## src/video_pkg.sv

```systemverilog
package video_pkg;

	// one dot as sent to the DAC, packed {red[1:0], green[1:0], blue[1:0]}
	typedef logic [5:0] color_t;

	// raster counter widths, wide enough for the default TV timing with room to spare
	localparam int HCOUNT_W = 10;	// horizontal position, counted in clocks
	localparam int VCOUNT_W = 9;	// vertical position, counted in TV lines

	// owner of the single video memory port in a given cycle
	typedef enum logic [1:0]
	{
		GRANT_IDLE,	// nobody asked, the port is free
		GRANT_FETCH,	// the screen fetcher took the port
		GRANT_HOST	// a pending host write went through
	} grant_t;

endpackage

```

## src/vga_double.sv

```systemverilog
`timescale 1ns/10ps

module vga_double import video_pkg::*;
#(
	parameter int H_TOTAL  = 128,
	parameter int H_ACTIVE = 64
)
(
	input  logic clk,
	input  logic hsync_start,
	input  logic scanin_start,
	input  logic scanout_start,
	input  color_t pix_in,
	output color_t pix_out
);

	localparam int IDX_W = $clog2(H_ACTIVE);
	localparam int PTR_W = IDX_W + 1;	// one more bit so a pointer can stop at the end

	// a VGA line lasts half a TV line, so never read more than fits into it
	localparam int RD_LEN = (H_TOTAL / 2 < H_ACTIVE) ? H_TOTAL / 2 : H_ACTIVE;

	color_t line_buf [2][H_ACTIVE];	// ping-pong pair, one filled while the other plays
	logic sel = 1'b0;	// buffer taking writes
	logic wsel;
	logic [PTR_W-1:0] wr_ptr;
	logic [PTR_W-1:0] rd_ptr;
	logic [PTR_W-1:0] wa;
	logic [PTR_W-1:0] ra;

	// the swap takes effect in the strobe cycle itself, so hcount 0 lands in the new line
	assign wsel = sel ^ hsync_start;

	// pointers rewind on their strobes without losing a clock
	assign wa = scanin_start ? '0 : wr_ptr;
	assign ra = scanout_start ? '0 : rd_ptr;

	always_ff @(posedge clk)
	begin
		sel <= wsel;

		// every clock is written, so each TV dot fills two entries
		if (wa < PTR_W'(H_ACTIVE))
		begin
			line_buf[wsel][wa[IDX_W-1:0]] <= pix_in;
			wr_ptr <= wa + 1'b1;
		end

		// one entry per clock on the way out, this doubles the dot rate
		if (ra < PTR_W'(RD_LEN))
			rd_ptr <= ra + 1'b1;
	end

	// black once the stored line has run out
	assign pix_out = (ra < PTR_W'(RD_LEN)) ? line_buf[~wsel][ra[IDX_W-1:0]] : '0;

endmodule

```

## src/videoout.sv

```systemverilog
`timescale 1ns/10ps

module videoout import video_pkg::*;
#(
	parameter int H_TOTAL  = 128,
	parameter int H_ACTIVE = 64
)
(
	input  logic clk,
	input  logic reset,
	input  logic hblank,
	input  logic vblank,
	input  logic hpix,
	input  logic vpix,
	input  logic hsync,
	input  logic vsync,
	input  logic vga_hsync,
	input  logic spx_en,
	input  logic zxg_en,
	input  logic cfg_vga_on,
	input  logic scanin_start,
	input  logic scanout_start,
	input  logic hsync_start,
	input  color_t pixel,
	input  color_t spixel,
	input  color_t border,
	output logic [1:0] vred,
	output logic [1:0] vgrn,
	output logic [1:0] vblu,
	output logic vhsync,
	output logic vvsync,
	output logic vcsync
);

	color_t color;	// mixed dot at TV rate
	color_t vga_color;	// same dots after line doubling
	color_t out_color;
	logic hs_sel;

	// blanking beats everything, then the sprite, then the screen, then the border
	assign color = (hblank | vblank) ? '0 :
		spx_en ? spixel :
		(hpix & vpix & zxg_en) ? pixel : border;

	vga_double #(
		.H_TOTAL  (H_TOTAL),
		.H_ACTIVE (H_ACTIVE)
	) vga_double (
		.clk           (clk),
		.hsync_start   (hsync_start),
		.scanin_start  (scanin_start),
		.scanout_start (scanout_start),
		.pix_in        (color),
		.pix_out       (vga_color)
	);

	assign out_color = cfg_vga_on ? vga_color : color;
	assign hs_sel = cfg_vga_on ? vga_hsync : hsync;	// VGA mode needs the doubled line sync

	always_ff @(posedge clk)
	begin
		if (reset)
		begin
			vred <= '0;
			vgrn <= '0;
			vblu <= '0;
			vhsync <= 1'b0;
			vvsync <= 1'b0;
			vcsync <= 1'b1;	// both syncs idle low
		end
		else
		begin
			vred <= out_color[5:4];
			vgrn <= out_color[3:2];
			vblu <= out_color[1:0];
			vhsync <= hs_sel;
			vvsync <= vsync;
			vcsync <= ~(hs_sel ^ vsync);	// composite from the line sync actually sent
		end
	end

endmodule

```

## config.mk

```make
export PLATFORM = sky130hd
export DESIGN_NAME = videoout
export DESIGN_NICKNAME = d
export VERILOG_FILES = /design/src/video_pkg.sv /design/src/vga_double.sv /design/src/videoout.sv
export SDC_FILE = /design/constraint.sdc
export NUM_CORES = 1
export LEC_CHECK = 0
export BUFFER_PORTS_ARGS = -buffer_cell sky130_fd_sc_hd__buf_4
export CAP_MARGIN = 10
export CORE_MARGIN = 2
export CORE_UTILIZATION = 35
export DETAILED_ROUTE_END_ITERATION = 7
export GPL_TIMING_DRIVEN = 0
export PLACE_DENSITY = 0.6
export SYNTH_ARGS = -nofsm -noshare
export SYNTH_HDL_FRONTEND = slang
export SYNTH_SLANG_ARGS = --single-unit
```

## constraint.sdc

```tcl
create_clock -name clk -period 11.6 [get_ports clk]
set_input_delay 2.9 -clock clk [delete_from_list [all_inputs] [get_ports clk]]
set_output_delay 2.9 -clock clk [all_outputs]
set_load 0.005 [all_outputs]
```

==> run metrics <==
Area after DPL roughly 34000 um2; minimum clock period 6.51 ns; power per cell area ~200 nW/um2; largest net degree at the start of global routing 21; DP Wirelength 66.1 mm; ranking of synthesized cells by area edfxtp_1 (75%), nand2_1 (5.4%), mux4_2 (4.2%), nand3_1 (2.4%), nor2_1 (2.4%); fmax 154 MHz; total track usage between 10% and 20%; met2 GRT Util 30.6%; M3 GR Usage 4.20%; DRC 0; layout cells sized above 1 between 10% and 20%; setup_tns 0 ns; Root Driver clkbuf_16; Post-Route WL about 90 mm; worst-case clock buffer depth 3; CTS Buf Count 81; Synth Register Bits 792; FP Rows around 110; Slew headroom 10.9%; share of the synthesized area in the top cell type 74.6%; post-synthesis sequential area ratio roughly 75%; Area Growth Syn to Fin 16.6%; synthesized area 31500 um2; final-report max-slew violation count 0; Post-Syn Instances 2151; Worst Path Required 11.86 ns; async set or reset register ratio after synthesis 0%; Post-synth top flop edfxtp_1; remaining antenna violation count after routing 0; remaining global-route overflow 0; total core area 88800 um2; Final period util 56.1%; WS Path Type input port to flip-flop; Final Cell Area 36700 um2; Detailed Route Iter0 Violations 2547; setup violators final 0; global-route wire length before repair 132 mm; initial antenna violation count 4; largest area contributor in the netlist edfxtp_1; Worst Tran Pin Value between 1 and 1.5 ns; hold_buf cts 0; die width 304 um; synthesized area per cell 14.6 um2; vias in the first global route 18892; Die Ht 304 um; Pwr Total 7470 uW; most frequent cells in the layout edfxtp_1 (782), nand2_1 (454), nor2_1 (198); Pleak 0.0121 uW; Critical Path Sink Type flip-flop; Vias/cell 5.50; Starting Density 35.4%; clk sinks 792; Clock Skews 0.0191 ns; maximum vdd drop 0.000114 V; die area 92300 um2; met1 global-route usage 26.4%; Avg WL per Cell 25.5 um; unrepaired setup endpoints after global routing false; worst skew pair latency 0.64 ns; warning count from the yosys run 0; Arr. time, crit path 6.77 ns; Max FO, Critical Path 10; routed via count 19637; port bufs 41; H-tree lvl count 3; Distinct cells, synth between 50 and 60; syn_nets approximately 2200; max_cap viols 0; number of synthesized flops with an enable pin 782; nets 2374; outcome finished, final reports clean; Worst Hold Class flip-flop to flip-flop; Clock transition at path regs about 0.06 ns; CP Launch Type input port; CTS resizes 0; final number of hold-violating endpoints 0; TritonRoute pass-1 iters 7; commonest non-fill, non-tap cell in the layout edfxtp_1; TritonCTS clock tree yes; setup bufs post-CTS 0; GRT busiest layer met2; gpl congestion 0.949; I/O pin cnt 42
==> path summary, 6_finish.rpt <==
check,startpoint,endpoint,slack (ns),depth (start not counted)
min reg2reg,vga_double.wr_ptr[6],vga_double.wr_ptr[6],0.69,2
max,hsync_start,vga_double.line_buf[0][359],5.09,7
max reg2reg,vga_double.sel,vga_double.line_buf[0][359],7.20,6
min,vga_double.wr_ptr[6],vga_double.wr_ptr[6],0.69,2
==> synthesized netlist by cell type (all sizes together) (2+ instances only) <==
cell	count
a221oi	10
or4	5
o211ai	12
nor4	6
edfxtp	782
o22ai	21
nand2	454
dfxtp	10
inv	4
nor3	37
nor2b	6
nand4b	3
a21oi	66
and2	3
ha	2
mux4	59
xor2	5
or2	3
a22oi	2
o31ai	7
nand2b	9
nor2	198
and3	2
a31oi	7
nand3b	3
o2111ai	11
nand4	36
buf	53
mux2i	58
a211oi	5
nand3	149
a41oi	2
a32oi	16
xnor2	7
o21ai	22
clkbuf	68
==> cells by family (layout without fill, tap and decap cells) <==
group | Yosys count | after routing | synth area share [%]
multiplexers | 117 | 117 | 6.07
adder cells (fa/ha/maj) | 2 | 2 | 0.0795
buffers and inverters | 125 | 380 | 2.04
AO/OA/AOI/OAI | 185 | 185 | 3.77
XOR/XNOR | 12 | 12 | 0.358
other | 0 | 1 | 0
flip-flops | 792 | 792 | 75.2
AND/OR/NAND/NOR | 918 | 918 | 12.4
==> routing by layer <==
layer	part of all wire [%]	vias to the layer above
met4	3.7	6
met3	10	192
met1	40	9892
li1	-	8489
met5	0.042	-
met2	46	1058
==> state kept, by name (all words and copies together) (netlist names) <==
signal	flops
vga_double.line_buf	768
vga_double.rd_ptr	7
vga_double.wr_ptr	7
vblu	2
vgrn	2
vred	2
vcsync	1
vga_double.sel	1
vhsync	1
vvsync	1
==> report_power, final <==
part | switching, uW | internal, uW | total [uW]
logic | 1100 | 510 | 1610
clock network | 1100 | 1570 | 2670
registers | 10.2 | 3170 | 3180
total | 2220 | 5250 | 7470
==> layout make-up <==
type                            count  area [um2]
Antenna cell                        1        2.50
Buffer                            121         626
Clock buffer                       95        2100
Clock inverter                     55         597
Fill cell                        7978       52100
Inverter                            4        17.5
Multi-Input combinational cell   1234        7180
Sequential cell                   792       23700
Tap cell                         1165        1460
Timing Repair Buffer              105        1030
==> through the flow <==
stage | hold WS [ns] | utilization [%] | instances | setup WS, ns
after floorplan | 0.625 | - | 2151 | 2.11
after global placement | 0.656 | 37.4 | 3357 | -6.28
after detailed placement | 0.671 | 38.3 | 3421 | 4.60
after CTS | 0.688 | 41.3 | 3571 | 5.31
after global routing | 0.751 | 41.3 | 3571 | 5.11
final | 0.694 | 41.3 | 3572 | 5.09
==> worst max-delay path: stages <==
cell and delay, ns:
buf_4 0.13, xnor2_2 0.38, buf_2 0.33, clkbuf_1 0.85
clkbuf_1 0.83, o21ai_1 0.68, nor2_1 0.65
Power figures use the tool's default switching activity.
