[src/video_pkg.sv]
package video_pkg;

	// one dot as sent to the DAC, packed {red[1:0], green[1:0], blue[1:0]}
	typedef logic [5:0] color_t;

	// raster counter widths, wide enough for the default TV timing with room to spare
	localparam int HCOUNT_W = 10;	// horizontal position, counted in clocks
	localparam int VCOUNT_W = 9;	// vertical position, counted in TV lines

	// owner of the single video memory port in a given cycle
	typedef enum logic [1:0]
	{
		GRANT_IDLE,	// nobody asked, the port is free
		GRANT_FETCH,	// the screen fetcher took the port
		GRANT_HOST	// a pending host write went through
	} grant_t;

endpackage

[src/video_sync.sv]
`timescale 1ns/10ps

module video_sync import video_pkg::*;
#(
	parameter int H_TOTAL      = 128,
	parameter int H_ACTIVE     = 64,
	parameter int H_SYNC_START = 96,
	parameter int H_SYNC_LEN   = 8,
	parameter int V_TOTAL      = 40,
	parameter int V_ACTIVE     = 16,
	parameter int V_SYNC_START = 30,
	parameter int V_SYNC_LEN   = 2
)
(
	input  logic clk,
	input  logic reset,
	output logic hblank,
	output logic vblank,
	output logic hpix,
	output logic vpix,
	output logic hsync,
	output logic vsync,
	output logic vga_hsync,
	output logic dot_ce,
	output logic scanin_start,
	output logic scanout_start,
	output logic hsync_start
);

	logic [HCOUNT_W-1:0] hcount;
	logic [HCOUNT_W-1:0] hcount_nxt;	// position the registered decodes describe
	logic [VCOUNT_W-1:0] vcount;
	logic [VCOUNT_W-1:0] vcount_nxt;
	logic [HCOUNT_W-1:0] hhalf;	// offset inside the current half line, for VGA timing

	// next raster position, forced to the top left corner while reset is high
	always_comb
	begin
		if (reset)
		begin
			hcount_nxt = '0;
			vcount_nxt = '0;
		end
		else if (hcount == HCOUNT_W'(H_TOTAL - 1))
		begin
			hcount_nxt = '0;	// end of line, step down one line
			vcount_nxt = (vcount == VCOUNT_W'(V_TOTAL - 1)) ? '0 : vcount + 1'b1;
		end
		else
		begin
			hcount_nxt = hcount + 1'b1;
			vcount_nxt = vcount;
		end
	end

	// a VGA line is half a TV line, so fold the second half back onto the first
	assign hhalf = (hcount_nxt >= HCOUNT_W'(H_TOTAL / 2)) ?
		hcount_nxt - HCOUNT_W'(H_TOTAL / 2) : hcount_nxt;

	// every decode is taken from the next position, so each output lines up with hcount
	always_ff @(posedge clk)
	begin
		hcount <= hcount_nxt;
		vcount <= vcount_nxt;

		hpix <= hcount_nxt < HCOUNT_W'(H_ACTIVE);	// active window, horizontal
		vpix <= vcount_nxt < VCOUNT_W'(V_ACTIVE);
		hblank <= hcount_nxt >= HCOUNT_W'(H_ACTIVE + 16);	// border runs 16 clocks past the window
		vblank <= vcount_nxt >= VCOUNT_W'(V_ACTIVE + 8);

		hsync <= (hcount_nxt >= HCOUNT_W'(H_SYNC_START)) &&
			(hcount_nxt < HCOUNT_W'(H_SYNC_START + H_SYNC_LEN));
		vsync <= (vcount_nxt >= VCOUNT_W'(V_SYNC_START)) &&
			(vcount_nxt < VCOUNT_W'(V_SYNC_START + V_SYNC_LEN));

		// doubled rate sync, twice per TV line at half the width
		vga_hsync <= (hhalf >= HCOUNT_W'(H_SYNC_START / 2)) &&
			(hhalf < HCOUNT_W'(H_SYNC_START / 2 + H_SYNC_LEN / 2));

		dot_ce <= ~hcount_nxt[0];	// a TV dot spans two clocks, it starts on even counts
		hsync_start <= hcount_nxt == '0;
		scanin_start <= hcount_nxt == '0;	// doubler starts filling a new line
		scanout_start <= (hcount_nxt == '0) || (hcount_nxt == HCOUNT_W'(H_TOTAL / 2));
	end

endmodule

[config.mk]
export PLATFORM = sky130hd
export DESIGN_NAME = video_sync
export DESIGN_NICKNAME = d
export VERILOG_FILES = /design/src/video_pkg.sv /design/src/video_sync.sv
export SDC_FILE = /design/constraint.sdc
export NUM_CORES = 1
export LEC_CHECK = 0
export BUFFER_PORTS_ARGS = -buffer_cell sky130_fd_sc_hd__buf_2
export CAP_MARGIN = 20
export CELL_PAD_IN_SITES_DETAIL_PLACEMENT = 0
export CELL_PAD_IN_SITES_GLOBAL_PLACEMENT = 2
export CORE_UTILIZATION = 30
export CTS_BUF_LIST = sky130_fd_sc_hd__clkbuf_4 sky130_fd_sc_hd__clkbuf_8
export DETAILED_ROUTE_END_ITERATION = 10
export GPL_ROUTABILITY_DRIVEN = 1
export GPL_TIMING_DRIVEN = 1
export PLACE_DENSITY_LB_ADDON = 0.1
export SLEW_MARGIN = 20
export SYNTH_ARGS = -nofsm -noshare
export SYNTH_HDL_FRONTEND = slang
export SYNTH_SLANG_ARGS = --single-unit
[constraint.sdc]
create_clock -name clk -period 3 [get_ports clk]
set_input_delay 0.15 -clock clk [delete_from_list [all_inputs] [get_ports clk]]
set_output_delay 0.15 -clock clk [all_outputs]
set_load 0.05 [all_outputs]
==> results of run 1 <==
[flip-flops by register name, indices dropped and copies added, names as in the netlist]
register and count:
hblank 1, vsync 1, vpix 1, vcount 9, hpix 1, dot_ce 1
scanout_start 1, vga_hsync 1, vblank 1, hsync_start 1, hcount 10, hsync 1
[power breakdown]
part           total (W)  internal (W)  switching (W)
clock network   0.000323      0.000169       0.000153
registers       0.000405      0.000396     0.00000865
logic          0.0000719     0.0000212      0.0000508
total           0.000799      0.000587       0.000213
[metal layers]
layer | track usage | part of all wire | wire, um | vias to the layer above
met5 | 0 | 0 | 0 | -
met1 | 0.224 | 0.55 | 1920 | 610
met4 | 0.0632 | 0.010 | 36 | 0
met2 | 0.201 | 0.42 | 1480 | 18
met3 | 0.0347 | 0.026 | 91 | 4
li1 | - | - | - | 661
[synth_stat cells (all sizes together), types with 2 or more instances]
cell type,count,area (um2)
a21oi,6,30.0
and4,2,18.8
o211ai,2,15.0
nand3,7,35.0
buf,6,32.5
nor2b,2,12.5
nor3b,3,22.5
o31ai,2,15.0
ha,5,62.6
dfxtp,29,581
a41oi,2,25.0
nand4,5,31.3
o21ai,4,20.0
nand2b,2,12.5
nand2,10,45.0
or3,5,31.3
and3,7,43.8
or4,4,37.5
inv,9,33.8
nor2,14,52.6
nor3,7,35.0
xnor2,4,35.0
nor4,7,43.8
a31oi,7,58.8
and2,2,12.5
[worst max-delay path by stage]
stage,endpoint,from,depth (start not counted)
3_3_place_gp,vblank$_DFF_P_,hcount[0]$_DFF_P_,6
3_5_place_dp,hblank$_DFF_P_,hcount[1]$_DFF_P_,10
4_1_cts,hblank$_DFF_P_,hcount[1]$_DFF_P_,10
5_1_grt,hblank$_DFF_P_,hcount[0]$_DFF_P_,10
6_report,hblank$_DFF_P_,hcount[1]$_DFF_P_,10
2_1_floorplan,vga_hsync$_DFF_P_,hcount[0]$_DFF_P_,9
[final cells by class]
type / instances / area share
Multi-Input combinational cell: 124 / 0.493
Sequential cell: 29 / 0.343
Clock buffer: 6 / 0.0451
Tap cell: 67 / 0.0495
Inverter: 9 / 0.0199
Clock inverter: 2 / 0.00591
Timing Repair Buffer: 14 / 0.0443
[cell families after synthesis]
| kind of cell | synth area share |
|---|---|
| buffers and inverters | 0.0472 |
| adders and majority gates | 0.0421 |
| DFF | 0.391 |
| and+or+nand+nor | 0.316 |
| xor gates and xnor gates | 0.0295 |
| AOI/OAI and AO/OA | 0.160 |
| muxes | 0.0143 |
[worst max-delay path, cell delays in order, from the launching register on]
cell      delay (ns)
dfxtp_1         0.40
ha_1            0.29
and3_1          0.32
and3_1          0.20
mux2i_1         0.41
inv_2           0.13
ha_1            0.21
o311ai_0        0.14
a31oi_1         0.08
nor3b_1         0.19
o31ai_1         0.10
[through the flow]
stage,util,worst slack [ns]
4_1_cts,0.356,0.414
2_1_floorplan,-,0.723
3_5_place_dp,0.338,0.441
6_report,0.356,0.403
5_1_grt,0.356,0.0753
3_3_place_gp,0.338,0.522
==> impl_metrics.csv, run 1 <==
group,metric,value,unit
power,irDropWorstVdd,0.156,mV
synth,synth_area,1490,um2
floorplanning,rows,25,
power,total_power,0.000799,W
cts,cts-resized-gates,0,
synth,yosysWarnings,0,
power,power_density,472,nW/um2
synth,yosysUniqueCellTypes,49,
cts,htreeDepth,2,
cts,cts_buffer_depth,2,
floorplanning,initial_core_util,0.312,
finish,multi_input_area,835,um2
placement,dp_hpwl,2660,um
route,drc,0,
placement,placedCellCount,243,
placement,dpl_cell_area,1610,um2
finish,finalInstanceArea,1690,um2
synth,ys_seq_elements,29,
finish,final_cells,251,
route,vias_per_cell,5.15,
timing,worst_pin_slew,0.607,ns
synth,synth_nets,176,
floorplanning,die_x,72.4,um
route,wl,3530,um
finish,syn2layout_area_growth,14.1,%
setup_path,required,3.16,ns
power,leakage,0.678,nW
floorplanning,dieArea,5240,um2
synth,ys_seq_area_frac,0.391,
cts,cts_setup_buffers,0,
status,outcome,"finished clean",
setup_path,reg2reg_depth,10,
cts,clock-sinks,29,
route,first_iter_violations,96,
timing,fin_skew,0.00609,ns
setup_path,crit_fanout,6,
route,postRouteAntennaNets,0,
setup_path,crit_arrival,2.76,ns
placement,place.gp.congestion,0.778,
setup_path,crit_path_end_kind,"register",
route,firstDrtPassIters,4,
global_route,grt_pass1_wl,5870,um
finish,fill_cells,516,
hold_path,hold_path_end,"vcount[0]$_DFF_P_",
timing,max_freq,385,MHz
cts,cts_buffers,5,
floorplanning,core_area,4750,um2
hold_path,hold_path_depth,2,
cts,clkTransAtPathRegs,0.07,ns
timing,whs,0.281,ns
cts,cts-root-buf,"clkbuf_8",
setup_path,r2r_end,"hblank$_DFF_P_",
synth,postSynth.asyncResetShare,0,
placement,io_buffers,12,
synth,synth_ff_type,"dfxtp_1",
global_route,grt_max_degree,23,
synth,synth_edf_count,0,
route,vias,1293,
floorplanning,die_h,72.4,um
timing,setup_tns,0,ns
global_route,antenna_found_initial,0,
global_route,gr-total-overflow,0,
global_route,grt_usage,0.150,
route,wire_per_inst,14.1,um
finish,drive_gt1_frac,0.174,
finish,diodes,0,
finish,layout.nets,190,
cts,hold_buffers,0,
synth,avgSynthCellArea,8.79,um2
timing,rsz0062_at_grt,"false",
floorplanning,io_pins,13,
cts,cts_tree,"built",
job,cap_viol_max_count,0,
setup_path,crit_type,"reg2reg",
timing,hold_viol_final,0,
finish,final_common_cell,"dfxtp_1",
hold_path,worstHoldPathType,"in2reg",
timing,fin_crit_sh,0.866,
finish,regArea,581,um2
global_route,grt_pass1_vias,1149,
finish,final_cell_mix,"dfxtp_1, nor2_1, buf_2",
cts,clock_latency,0.28,ns
hold_path,hp-start,"reset",
setup_path,ff2ff_setup_slack,0.40,ns
timing,finalSetupViolCount,0,
timing,fin_crit,2.60,ns
timing,slew_headroom,0.593,
synth,synth_cells,169,
setup_path,start_kind,"register",
timing,drv_slew,0,
setup_path,reg2reg_from,"hcount[1]$_DFF_P_",
Note: power is estimated with default switching activity, not from simulation.
==> run 2: changes to the inputs <==
--- a/config.mk
+++ b/config.mk
@@ -7,14 +7,11 @@
 export LEC_CHECK = 0
 export BUFFER_PORTS_ARGS = -buffer_cell sky130_fd_sc_hd__buf_2
 export CAP_MARGIN = 20
-export CELL_PAD_IN_SITES_DETAIL_PLACEMENT = 0
-export CELL_PAD_IN_SITES_GLOBAL_PLACEMENT = 2
 export CORE_UTILIZATION = 30
 export CTS_BUF_LIST = sky130_fd_sc_hd__clkbuf_4 sky130_fd_sc_hd__clkbuf_8
 export DETAILED_ROUTE_END_ITERATION = 10
 export GPL_ROUTABILITY_DRIVEN = 1
 export GPL_TIMING_DRIVEN = 1
-export PLACE_DENSITY_LB_ADDON = 0.1
 export SLEW_MARGIN = 20
 export SYNTH_ARGS = -nofsm -noshare
 export SYNTH_HDL_FRONTEND = slang
==> impl_metrics.csv, run 2 (synthesis gave the netlist of run 1 again) <==
group,metric,value,unit
status,outcome,"finished clean",
setup_path,crit_path_end_kind,"register",
timing,rsz0062_at_grt,"false",
setup_path,crit_fanout,6,
cts,clock-sinks,29,
placement,dpl_cell_area,1600,um2
cts,cts_setup_buffers,0,
setup_path,crit_arrival,2.71,ns
cts,hold_buffers,0,
cts,cts-resized-gates,0,
setup_path,start_kind,"register",
finish,final_common_cell,"dfxtp_1",
floorplanning,die_h,72.4,um
timing,drv_slew,0,
timing,fin_crit,2.55,ns
global_route,antenna_found_initial,0,
route,first_iter_violations,72,
power,combPwrFrac,0.089,
route,drc,0,
hold_path,worstHoldPathType,"in2reg",
finish,fill_cells,516,
timing,finalSetupViolCount,0,
power,seq_power_share,0.513,
timing,max_freq,392,MHz
finish,diodes,0,
floorplanning,io_pins,13,
timing,fin_crit_sh,0.850,
power,switching_power,0.000202,W
power,intPower,0.000586,W
finish,largest_register_ffs,10,
finish,syn2layout_area_growth,13.6,%
timing,whs,0.270,ns
setup_path,cpPeakStageDelay,0.43,ns
cts,htreeDepth,2,
cts,cts-root-buf,"clkbuf_8",
finish,final_cell_mix,"dfxtp_1, nor2_1, buf_2",
placement,place.gp.congestion,0.894,
cts,cts_buffer_depth,2,
setup_path,required,3.16,ns
power,leakage,0.672,nW
floorplanning,core_area,4750,um2
setup_path,slowest_stage,"mux2i_1",
power,power_density,467,nW/um2
finish,multi_input_area,835,um2
placement,io_buffers,12,
job,cap_viol_max_count,0,
floorplanning,die_x,72.4,um
route,firstDrtPassIters,4,
cts,cts_buffers,5,
floorplanning,initial_core_util,0.312,
route,vias_per_cell,5.13,
global_route,grt_usage,0.138,
timing,fin_skew,0.00562,ns
timing,worst_pin_slew,0.663,ns
setup_path,path_cells,"ha_1, and3_1, and3_1, mux2i_1, inv_2, ha_1, o311ai_0, a31oi_1, nor3b_1, o31ai_1",
power,pwr-share-clk,0.397,
cts,cts_tree,"built",
timing,slew_headroom,0.554,
finish,drive_gt1_frac,0.169,
cts,clkTransAtPathRegs,0.06,ns
power,irDropWorstVdd,0.159,mV
route,vias,1283,
finish,regArea,581,um2
finish,top_register,"hcount",
finish,largest_registers,"hcount (10), vcount (9)",
route,wl,3170,um
timing,setup_tns,0,ns
finish,layout.nets,189,
placement,dp_hpwl,2370,um
global_route,grt_pass1_vias,1182,
timing,hold_viol_final,0,
floorplanning,dieArea,5240,um2
cts,clock_latency,0.28,ns
global_route,grt_max_degree,23,
setup_path,crit_type,"reg2reg",
finish,finalInstanceArea,1690,um2
global_route,gr-total-overflow,0,
global_route,grt_pass1_wl,5610,um
power,switching_share,0.256,
floorplanning,rows,25,
route,postRouteAntennaNets,0,
route,wire_per_inst,12.7,um
[run 2: changes by cell type in the layout (fill, tap and decap cells not counted)]
| cell | delta |
|---|---|
| buf_4 | -1 |
[run 2: metal layers]
| layer | track usage | share of wire | vias up |
|---|---|---|---|
| met5 | 0 | 0 | - |
| met4 | 0.0588 | 0.023 | 0 |
| met3 | 0.0361 | 0.055 | 7 |
| met2 | 0.209 | 0.44 | 35 |
| met1 | 0.184 | 0.49 | 585 |
| li1 | - | - | 656 |
[run 2: worst max-delay path: cells and delay by family, from the launching register on]
kind	cells	cell delay [ns]
buf+inv	1	0.12
fa+ha+maj	2	0.49
compound gates	3	0.31
mux	1	0.43
simple gates	3	0.71
flops	1	0.38
[run 2: cell type report]
cell class	instances	area share
repair buffers	13	0.0401
well taps	67	0.0497
clock inverters	2	0.00593
inverters	9	0.0200
multi-input cells	124	0.495
flip-flops and latches	29	0.344
clock buffers	6	0.0453
[run 2: path summary, 6_finish.rpt]
path	from	cells after the start	slack, ns	to
max	hcount[0]$_DFF_P_	10	0.45	hblank$_DFF_P_
min	reset	2	0.27	vcount[6]$_DFF_P_
max reg2reg	hcount[0]$_DFF_P_	10	0.45	hblank$_DFF_P_
min reg2reg	vcount[8]$_DFF_P_	2	0.56	vcount[8]$_DFF_P_
[run 2: power groups by stage]
stage	Clock, W	Sequential (W)	Combinational (W)
after floorplan	0	0.000432	0.0000386
after global routing	0.000340	0.000405	0.0000759
after detailed placement	0	0.000413	0.0000706
after global placement	0	0.000412	0.0000707
final	0.000313	0.000404	0.0000702
after CTS	0.000325	0.000404	0.0000707
[run 2: per-stage QoR]
| step | cells | power [W] | setup WS (ns) | util |
|---|---|---|---|---|
| floorplan | 169 | 0.000471 | 0.723 | - |
| global placement | 242 | 0.000483 | 0.545 | 0.337 |
| detailed placement | 242 | 0.000483 | 0.486 | 0.337 |
| CTS | 250 | 0.000800 | 0.461 | 0.355 |
| global route | 250 | 0.000821 | 0.183 | 0.355 |
| finish | 250 | 0.000787 | 0.449 | 0.355 |
