`config.mk`:
```
export PLATFORM = sky130hd
export DESIGN_NAME = pixel_fetch_flat
export DESIGN_NICKNAME = d
export VERILOG_FILES = /design/src/video_pkg.sv /design/src/vram_bus_if.sv /design/src/pixel_fetch.sv /design/src/flat_wrapper.sv
export SDC_FILE = /design/constraint.sdc
export NUM_CORES = 1
export LEC_CHECK = 0
export ABC_CLOCK_PERIOD_IN_PS = 2900
export BUFFER_PORTS_ARGS = -buffer_cell sky130_fd_sc_hd__buf_2
export CORE_ASPECT_RATIO = 0.75
export CORE_MARGIN = 10
export CORE_UTILIZATION = 30
export CTS_CLUSTER_SIZE = 40
export DETAILED_ROUTE_END_ITERATION = 7
export PLACE_DENSITY_LB_ADDON = 0.12
export SLEW_MARGIN = 20
export SYNTH_ARGS = -nofsm -noshare
export SYNTH_HDL_FRONTEND = slang
export SYNTH_SLANG_ARGS = --single-unit
```
`constraint.sdc`:
```
create_clock -name clk -period 2.9 [get_ports clk]
set_input_delay 0.435 -clock clk [delete_from_list [all_inputs] [get_ports clk]]
set_output_delay 0.435 -clock clk [all_outputs]
set_load 0.03 [all_outputs]
```
`src/video_pkg.sv`:
```
package video_pkg;

	// one dot as sent to the DAC, packed {red[1:0], green[1:0], blue[1:0]}
	typedef logic [5:0] color_t;

	// raster counter widths, wide enough for the default TV timing with room to spare
	localparam int HCOUNT_W = 10;	// horizontal position, counted in clocks
	localparam int VCOUNT_W = 9;	// vertical position, counted in TV lines

	// owner of the single video memory port in a given cycle
	typedef enum logic [1:0]
	{
		GRANT_IDLE,	// nobody asked, the port is free
		GRANT_FETCH,	// the screen fetcher took the port
		GRANT_HOST	// a pending host write went through
	} grant_t;

endpackage

```
`src/vram_bus_if.sv`:
```
`timescale 1ns/10ps

interface vram_bus_if import video_pkg::*;
#(
	parameter int ADDR_W = 10
);

	logic [ADDR_W-1:0] addr;	// word address into the video memory
	logic rd;	// read strobe, data follows one clock later
	logic wr;	// write strobe, held until the port takes it
	color_t wdata;
	color_t rdata;	// registered read data from the port

	// the requester side drives the request
	modport master (output addr, rd, wr, wdata, input rdata);

	// the memory port answers
	modport slave (input addr, rd, wr, wdata, output rdata);

endinterface

```
`src/pixel_fetch.sv`:
```
`timescale 1ns/10ps

module pixel_fetch import video_pkg::*;
#(
	parameter int H_TOTAL  = 128,
	parameter int H_ACTIVE = 64,
	parameter int ADDR_W   = 10
)
(
	input  logic clk,
	input  logic reset,
	input  logic dot_ce,
	input  logic hpix,
	input  logic vpix,
	vram_bus_if.master bus,
	output color_t pixel
);

	localparam int DOTS = H_ACTIVE / 2;	// screen dots in one line
	localparam int LEAD = H_TOTAL - H_ACTIVE - 2;	// blank clocks before the read for dot 0

	logic [HCOUNT_W-1:0] col;	// dot index the beam is on
	logic [HCOUNT_W-1:0] blank_cnt;	// clocks since the window closed
	logic [VCOUNT_W-1:0] row;	// screen row of the next dot to be read
	logic first_rd;
	logic line_rd;
	logic rd_q;	// a read went out last clock
	logic [ADDR_W-1:0] row_base;
	logic [ADDR_W-1:0] rd_dot;

	// dot 0 of the coming line is read in the blanking of the line before, which is
	// done on every line since the next vpix is not known yet
	assign first_rd = ~hpix & dot_ce & (blank_cnt == HCOUNT_W'(LEAD));

	// inside the window each dot start reads the dot after the current one
	assign line_rd = hpix & vpix & dot_ce & (col < HCOUNT_W'(DOTS - 1));

	assign row_base = ADDR_W'(row) * ADDR_W'(DOTS);
	assign rd_dot = first_rd ? '0 : ADDR_W'(col + 1'b1);

	assign bus.addr = row_base + rd_dot;
	assign bus.rd = first_rd | line_rd;
	assign bus.wr = 1'b0;	// the fetcher only reads
	assign bus.wdata = '0;

	always_ff @(posedge clk)
	begin
		if (reset)
		begin
			col <= '0;
			blank_cnt <= '0;
			row <= '0;
			rd_q <= 1'b0;
			pixel <= '0;
		end
		else
		begin
			rd_q <= bus.rd;
			if (rd_q)
				pixel <= bus.rdata;	// held for both clocks of the dot

			// dot index runs with the window, the blank counter runs outside it
			if (hpix)
			begin
				blank_cnt <= '0;
				if (dot_ce)
					col <= col + 1'b1;
			end
			else
			begin
				blank_cnt <= blank_cnt + 1'b1;
				col <= '0;
			end

			// rows count up at each window end and restart while vpix is low
			if (!vpix)
				row <= '0;
			else if (!hpix && (blank_cnt == '0))
				row <= row + 1'b1;
		end
	end

endmodule

```
`src/flat_wrapper.sv`:
```
// flat-port wrapper written by rule: the top's interface ports become plain ports
module pixel_fetch_flat import video_pkg::*;
#(
	parameter int H_TOTAL  = 128,
	parameter int H_ACTIVE = 64,
	parameter int ADDR_W   = 10
)
  (clk, reset, dot_ce, hpix, vpix, pixel, bus_addr, bus_rd, bus_wr, bus_wdata, bus_rdata);
  vram_bus_if #(.ADDR_W(ADDR_W)) bus_i ();
  input  logic clk;
  input  logic reset;
  input  logic dot_ce;
  input  logic hpix;
  input  logic vpix;
  output color_t pixel;
  output wire logic [$bits(bus_i.addr)-1:0] bus_addr;
  output wire logic [$bits(bus_i.rd)-1:0] bus_rd;
  output wire logic [$bits(bus_i.wr)-1:0] bus_wr;
  output wire logic [$bits(bus_i.wdata)-1:0] bus_wdata;
  input wire logic [$bits(bus_i.rdata)-1:0] bus_rdata;
  assign bus_addr = bus_i.addr;
  assign bus_rd = bus_i.rd;
  assign bus_wr = bus_i.wr;
  assign bus_wdata = bus_i.wdata;
  assign bus_i.rdata = bus_rdata;
  pixel_fetch #(.H_TOTAL(H_TOTAL), .H_ACTIVE(H_ACTIVE), .ADDR_W(ADDR_W)) u_core (.clk(clk), .reset(reset), .dot_ce(dot_ce), .hpix(hpix), .vpix(vpix), .bus(bus_i), .pixel(pixel));
endmodule
```
==> flow_metrics.env, run 1 <==
export IMPL_status="finished, violations left"
export IMPL_violations="setup timing"
export IMPL_htree_num_levels=2
export IMPL_track_usage_pct=9.10
export IMPL_fill_cells=556
export IMPL_fin_ws_ns=-0.473
export IMPL_die_w_um=108
export IMPL_yosys_register_bits=32
export IMPL_final_common_cell="nor2_1"
export IMPL_min_path_type="in2reg"
export IMPL_ir_drop_mv=0.179
export IMPL_syn_to_final_growth_pct=32.0
export IMPL_slowest_delay_ns=0.55
export IMPL_yosys_warnings=0
export IMPL_powerDensity_nw_per_um2=416
export IMPL_max_cap_violations=0
export IMPL_critPathLaunchType="flop"
export IMPL_hpwlAfterDp_mm=3.15
export IMPL_seq_area_frac_synth_pct=37.0
export IMPL_dr_first_iter_drc_count=52
export IMPL_rsz0062_at_grt="yes"
export IMPL_final_cell_mix="nor2_1, buf_4, dfxtp_1, buf_2, xor2_1"
export IMPL_nets=275
export IMPL_vias=1454
export IMPL_wirelength_mm=3.98
export IMPL_cts_buffers=5
export IMPL_grt_pass1_vias=1416
export IMPL_syn_area_per_cell_um2=8.62
export IMPL_dp_cells=319
export IMPL_grt_ovfl_total=0
export IMPL_cp_buffers_inverters=2
export IMPL_clock_path_buffers=2
export IMPL_clock_sinks=32
export IMPL_die_area_um2=9240
export IMPL_grt_max_degree=11
export IMPL_critPathSlowestCell="or4_4"
export IMPL_port_buffers=27
export IMPL_ant_nets=0
export IMPL_crit_chain="or4_4 > nor4b_4 > buf_4 > a21oi_2 > ha_2 > fa_2 > a21o_1 > a21oi_2 > xnor2_1 > xnor2_2 > buf_6"
export IMPL_critical_path_class="reg2out"
export IMPL_clk_pin_slew_ns=0.07
export IMPL_cts_root_buf="clkbuf_8"
export IMPL_first_pass_iters=4
export IMPL_slew_violations=0
export IMPL_drc=0
export IMPL_synth_area_um2=1730
export IMPL_setup_viol=4
export IMPL_fin_crit_ns=3.37
export IMPL_clock_latency_ns=0.28
export IMPL_end_kind="primary output"
export IMPL_globalplace_congestion=0.798
export IMPL_start_util_pct=31.7
export IMPL_arrival_ns=2.94
export IMPL_path_max_fanout=4
export IMPL_worst_path_most_repeated_cell="a21oi_2"
export IMPL_skew_ns=0.00928
export IMPL_cp_top_family="simple AND/OR/NAND/NOR gates"
export IMPL_synthesis_instances=201
export IMPL_layout_drive_gt1_share_pct=29.8
export IMPL_core_area_um2=5470
export IMPL_synth_edff_count=0
export IMPL_hold_slack_ns=0.386
export IMPL_crit_required_ns=2.47
export IMPL_max_freq_mhz=296
export IMPL_grt_pass1_wl_mm=6.82
export IMPL_cts_tree="yes"
export IMPL_async_flop_share_pct=0
export IMPL_stdcell_count=330
export IMPL_die_y_um=85.8
export IMPL_ioPinCount=35
export IMPL_avgRoutedWirePerCell_um=12.0
export IMPL_num_rows=23
export IMPL_antenna_found_initial=0
export IMPL_p_leak_nw=1.02
export IMPL_final_period_utilization_pct=116
export IMPL_ys_types=32
export IMPL_vias_per_cell=4.41
export IMPL_n_antenna_cell=0
export IMPL_hold_viol_final=0
export IMPL_ys_flop_type="dfxtp_1"
==> worst paths after layout <==
check / start / endpoint / slack [ns] / cells past startpoint
hold reg to reg: u_core.pixel[2] / u_core.pixel[2] / 0.49 / 2
hold / removal: bus_rdata[2] / u_core.pixel[2] / 0.39 / 3
setup reg to reg: u_core.blank_cnt[1] / u_core.row[3] / 0.76 / 7
setup / recovery: u_core.blank_cnt[9] / bus_addr[9] / -0.47 / 11
==> tightest hold or removal path: stages <==
cell     delay (ns)
buf_2          0.07
mux2i_1        0.05
nor2_1         0.07
==> cell families after synthesis <==
| family | share of synthesized area (%) |
|---|---|
| simple gates | 25.1 |
| flops | 37.0 |
| xor+xnor | 13.7 |
| buf+inv | 6.14 |
| compound gates | 5.64 |
| fa+ha+maj | 7.66 |
| mux | 4.62 |
| other cells | 0.217 |
==> sequential cells by signal (all words and copies together) (netlist names) <==
name and count:
u_core.rd_q 1, u_core.row 5, u_core.pixel 6, u_core.col 10
u_core.blank_cnt 10
==> final cells by class <==
class / instances / area [um^2] / share of cell area [%]
clock buffer: 6 / 72.6 / 3.17
clock inverter: 2 / 35.0 / 1.53
inverter: 5 / 18.8 / 0.821
multi-input combinational: 154 / 1050 / 45.9
sequential: 32 / 643 / 28.1
tap: 75 / 93.8 / 4.11
timing repair buffer: 56 / 374 / 16.4
==> repair_timing <==
item | CTS | global route
hold buffers | 0 | 0
gates cloned | 0 | 0
setup buffers | 1 | 2
pin swaps | 3 | 5
resized for setup | 8 | 2
setup endpoints to repair | 4 | 4
==> power by group <==
part,internal [mW],switching (mW),leakage [nW],total [mW]
Clock,0.255,0.168,0.0552,0.423
Sequential,0.445,0.00556,0.260,0.450
Combinational,0.0275,0.0504,0.707,0.0779
Total,0.727,0.224,1.02,0.951
==> cell usage after synthesis (all sizes together), types with 2 or more instances <==
library cell,n,area [um^2]
nand4,6,37.5
mux2i,8,80.1
nor2b,2,12.5
nor4,2,12.5
xnor2,10,87.6
o21ai,4,20.0
and4,2,17.5
inv,5,18.8
nor2,35,131
xor2,17,149
and3,4,25.0
nand2b,2,12.5
or3,4,25.0
buf,8,57.6
a21oi,8,40.0
nand3,11,55.1
or4,3,30.0
clkbuf,8,30.0
ha,9,113
nand2,7,26.3
a21o,4,30.0
dfxtp,32,641
nor3,3,15.0
==> metrics by stage <==
stage	TNS, ns	worst slack, ns	instance area, um^2	total power [mW]	util, %
4_1_cts	-0.940	-0.470	2270	0.968	41.4
5_1_grt	-1.64	-0.637	2290	1.00	41.8
2_1_floorplan	-0.195	-0.195	1790	0.520	-
3_3_place_gp	-0.172	-0.172	2130	0.539	38.9
6_report	-1.09	-0.473	2290	0.951	41.8
3_5_place_dp	-0.250	-0.228	2130	0.539	38.9
==> routing by layer <==
| metal | share of wire [%] | GRT usage [%] | vias up |
|---|---|---|---|
| li1 | - | - | 772 |
| met1 | 52 | 12.1 | 642 |
| met2 | 40 | 12.3 | 40 |
| met3 | 7.4 | 5.08 | 0 |
| met4 | 0 | 2.18 | 0 |
| met5 | 0 | 0 | - |
Note: power is estimated with default switching activity, not from simulation.
==> inputs of run 2 (changes only) <==
- ABC_CLOCK_PERIOD_IN_PS: 2900 -> 3200
- CORE_ASPECT_RATIO: 0.75 -> 1.1
- HOLD_SLACK_MARGIN: unset -> 0.1
- clock period: 2.9 -> 3.2 ns (I/O delays scaled with it)
==> run 2 against run 1 <==
The flow still finishes with violations (setup timing). Sequential share of layout area grew 1.8 points. Clock skew shrank 0.0070 ns. Final area shrank 6.1%. Core utilization shrank 2.8 points. Critical path depth shrank 1. Final cell count shrank 5.2%. Wire length shrank 0.75%. Sequential power shrank 9.3%. Critical endpoint unchanged.
==> flow_metrics.env, run 2 (synthesis gave the netlist of run 1 again) <==
export IMPL_cts_tree="yes"
export IMPL_hold_viol_final=0
export IMPL_vias_per_cell=4.55
export IMPL_final_cell_mix="nor2_1, dfxtp_1, buf_2, xor2_1, buf_4"
export IMPL_powerDensity_nw_per_um2=404
export IMPL_dpl_worst_slack_ns=0.0443
export IMPL_max_cap_violations=0
export IMPL_hpwlAfterDp_mm=2.97
export IMPL_die_y_um=99.7
export IMPL_worst_path_most_repeated_cell="xnor2_2"
export IMPL_holdPathStages=3
export IMPL_slew_headroom_pct=41.1
export IMPL_ff2ff_setup_slack_ns=1.03
export IMPL_p_leak_nw=0.930
export IMPL_grt_pass1_vias=1412
export IMPL_critPathLaunchType="flop"
export IMPL_critPathSlowestCell="or4_4"
export IMPL_fin_crit_ns=3.30
export IMPL_crit_required_ns=2.72
export IMPL_cp_top_family="simple AND/OR/NAND/NOR gates"
export IMPL_layout_drive_gt1_share_pct=23.9
export IMPL_avgRoutedWirePerCell_um=12.6
export IMPL_track_usage_pct=8.96
export IMPL_hold_end="u_core.pixel[2]"
export IMPL_cts_buffers=5
export IMPL_grt_max_degree=11
export IMPL_clk_pin_slew_ns=0.07
export IMPL_cts_hold_buf=0
export IMPL_rsz0062_at_grt="yes"
export IMPL_ant_nets=0
export IMPL_worstMarginPinSlew_ns=0.875
export IMPL_violations="setup timing"
export IMPL_final_period_utilization_pct=103
export IMPL_arrival_ns=2.82
export IMPL_ir_drop_mv=0.204
export IMPL_max_freq_mhz=303
export IMPL_routedLengthMet1_mm=2.02
export IMPL_final_common_cell="nor2_1"
export IMPL_drc=0
export IMPL_clock_sinks=32
export IMPL_grt_pass1_wl_mm=6.70
export IMPL_min_from="bus_rdata[2]"
export IMPL_globalplace_congestion=0.733
export IMPL_crit_chain="or4_4 > nor4b_4 > a21oi_1 > ha_2 > fa_2 > a21o_1 > a21oi_2 > xnor2_2 > xnor2_2 > buf_6"
export IMPL_start_util_pct=31.5
export IMPL_end_kind="primary output"
export IMPL_port_buffers=27
export IMPL_num_rows=28
export IMPL_htree_num_levels=2
export IMPL_cts_root_buf="clkbuf_8"
export IMPL_setup_viol=1
export IMPL_dr_wl_met2_mm=1.62
export IMPL_dr_first_iter_drc_count=36
export IMPL_grt_ovfl_total=0
export IMPL_dp_cells=303
export IMPL_hold_slack_ns=0.429
export IMPL_clock_path_buffers=2
export IMPL_die_w_um=92.4
export IMPL_cp_buffers_inverters=1
export IMPL_ioPinCount=35
export IMPL_skew_ns=0.00232
export IMPL_path_max_fanout=3
export IMPL_dr_wl_met3_um=238
export IMPL_critical_path_class="reg2out"
export IMPL_nets=258
export IMPL_syn_to_final_growth_pct=23.9
export IMPL_slowest_delay_ns=0.55
export IMPL_vias=1423
export IMPL_min_path_type="in2reg"
export IMPL_fin_ws_ns=-0.0955
export IMPL_antenna_found_initial=0
export IMPL_first_pass_iters=4
export IMPL_ff2ff_path_depth=5
export IMPL_n_antenna_cell=0
export IMPL_wirelength_mm=3.95
export IMPL_top_layer="met4"
export IMPL_timing_rr_start="u_core.blank_cnt[6]"
export IMPL_top_regs="u_core.blank_cnt (10), u_core.col (10), u_core.pixel (6)"
export IMPL_slew_violations=0
export IMPL_clock_latency_ns=0.29
export IMPL_timing_rr_end="u_core.row[1]"
export IMPL_status="finished, violations left"
export IMPL_stdcell_count=313
export IMPL_core_area_um2=5500
export IMPL_die_area_um2=9210
## run 2: changes by cell type in the layout (fill, tap and decap cells not counted)
cell      delta
and4_2       +1
xnor2_2      +1
and4_1       -1
buf_4       -17
nor2_2       -1
a21oi_1      +2
dfxtp_2      -1
buf_6        -2
buf_2        +1
clkbuf_4     +1
a21oi_2      -2
xnor2_1      -1
nor2_1       +1
dfxtp_1      +1
## run 2: worst max-delay path by stage
stage / slack (ns) / start / depth (start not counted) / to
after floorplan: 0.02 / u_core.blank_cnt[7] / 10 / bus_addr[9]
after global placement: 0.08 / u_core.blank_cnt[7] / 10 / bus_addr[9]
after global routing: -0.29 / u_core.blank_cnt[6] / 10 / bus_addr[9]
final: -0.1 / u_core.blank_cnt[6] / 10 / bus_addr[9]
after CTS: -0.12 / u_core.blank_cnt[6] / 10 / bus_addr[9]
after detailed placement: 0.04 / u_core.blank_cnt[7] / 10 / bus_addr[9]
## run 2: power breakdown
group	internal [mW]	switching (mW)
sequential	0.403	0.00526
clock	0.231	0.159
combinational	0.0227	0.0455
total	0.657	0.210
## run 2: metal layers
metal,track usage (%),vias to the layer above
li1,-,739
met1,11.7,641
met2,12.2,37
met3,3.68,6
met4,4.63,0
met5,0,-
## run 2: what timing repair did
action | in CTS | in global routing
pin swaps | 7 | 0
endpoints found under the setup margin | 1 | 3
gates resized for setup | 4 | 5
buffers inserted | 2 | 0
## run 2: worst reg2reg max path: stages, from the launching register on
cell and delay [ns]:
dfxtp_2 0.32, or4_4 0.55, buf_4 0.16, nor4_1 0.72, mux2i_1 0.27, nor2_1 0.05
## run 2: area by class of cell
type                       instances  area, um^2
clock buffer                       6        72.6
clock inverter                     2        35.0
fill                             586        3350
inverter                           5        18.8
multi-input combinational        154        1050
sequential                        32         642
tap                               75        93.8
timing repair buffer              39         236
## run 2: through the flow
stage / utilization (%) / TNS, ns / area [um^2] / power [mW]
detailed placement: 36.4 / 0 / 2000 / 0.486
finish: 39.0 / -0.0955 / 2150 / 0.866
global route: 39.0 / -0.305 / 2150 / 0.908
floorplan: - / 0 / 1790 / 0.471
CTS: 38.9 / -0.123 / 2140 / 0.882
global placement: 36.4 / 0 / 2000 / 0.486
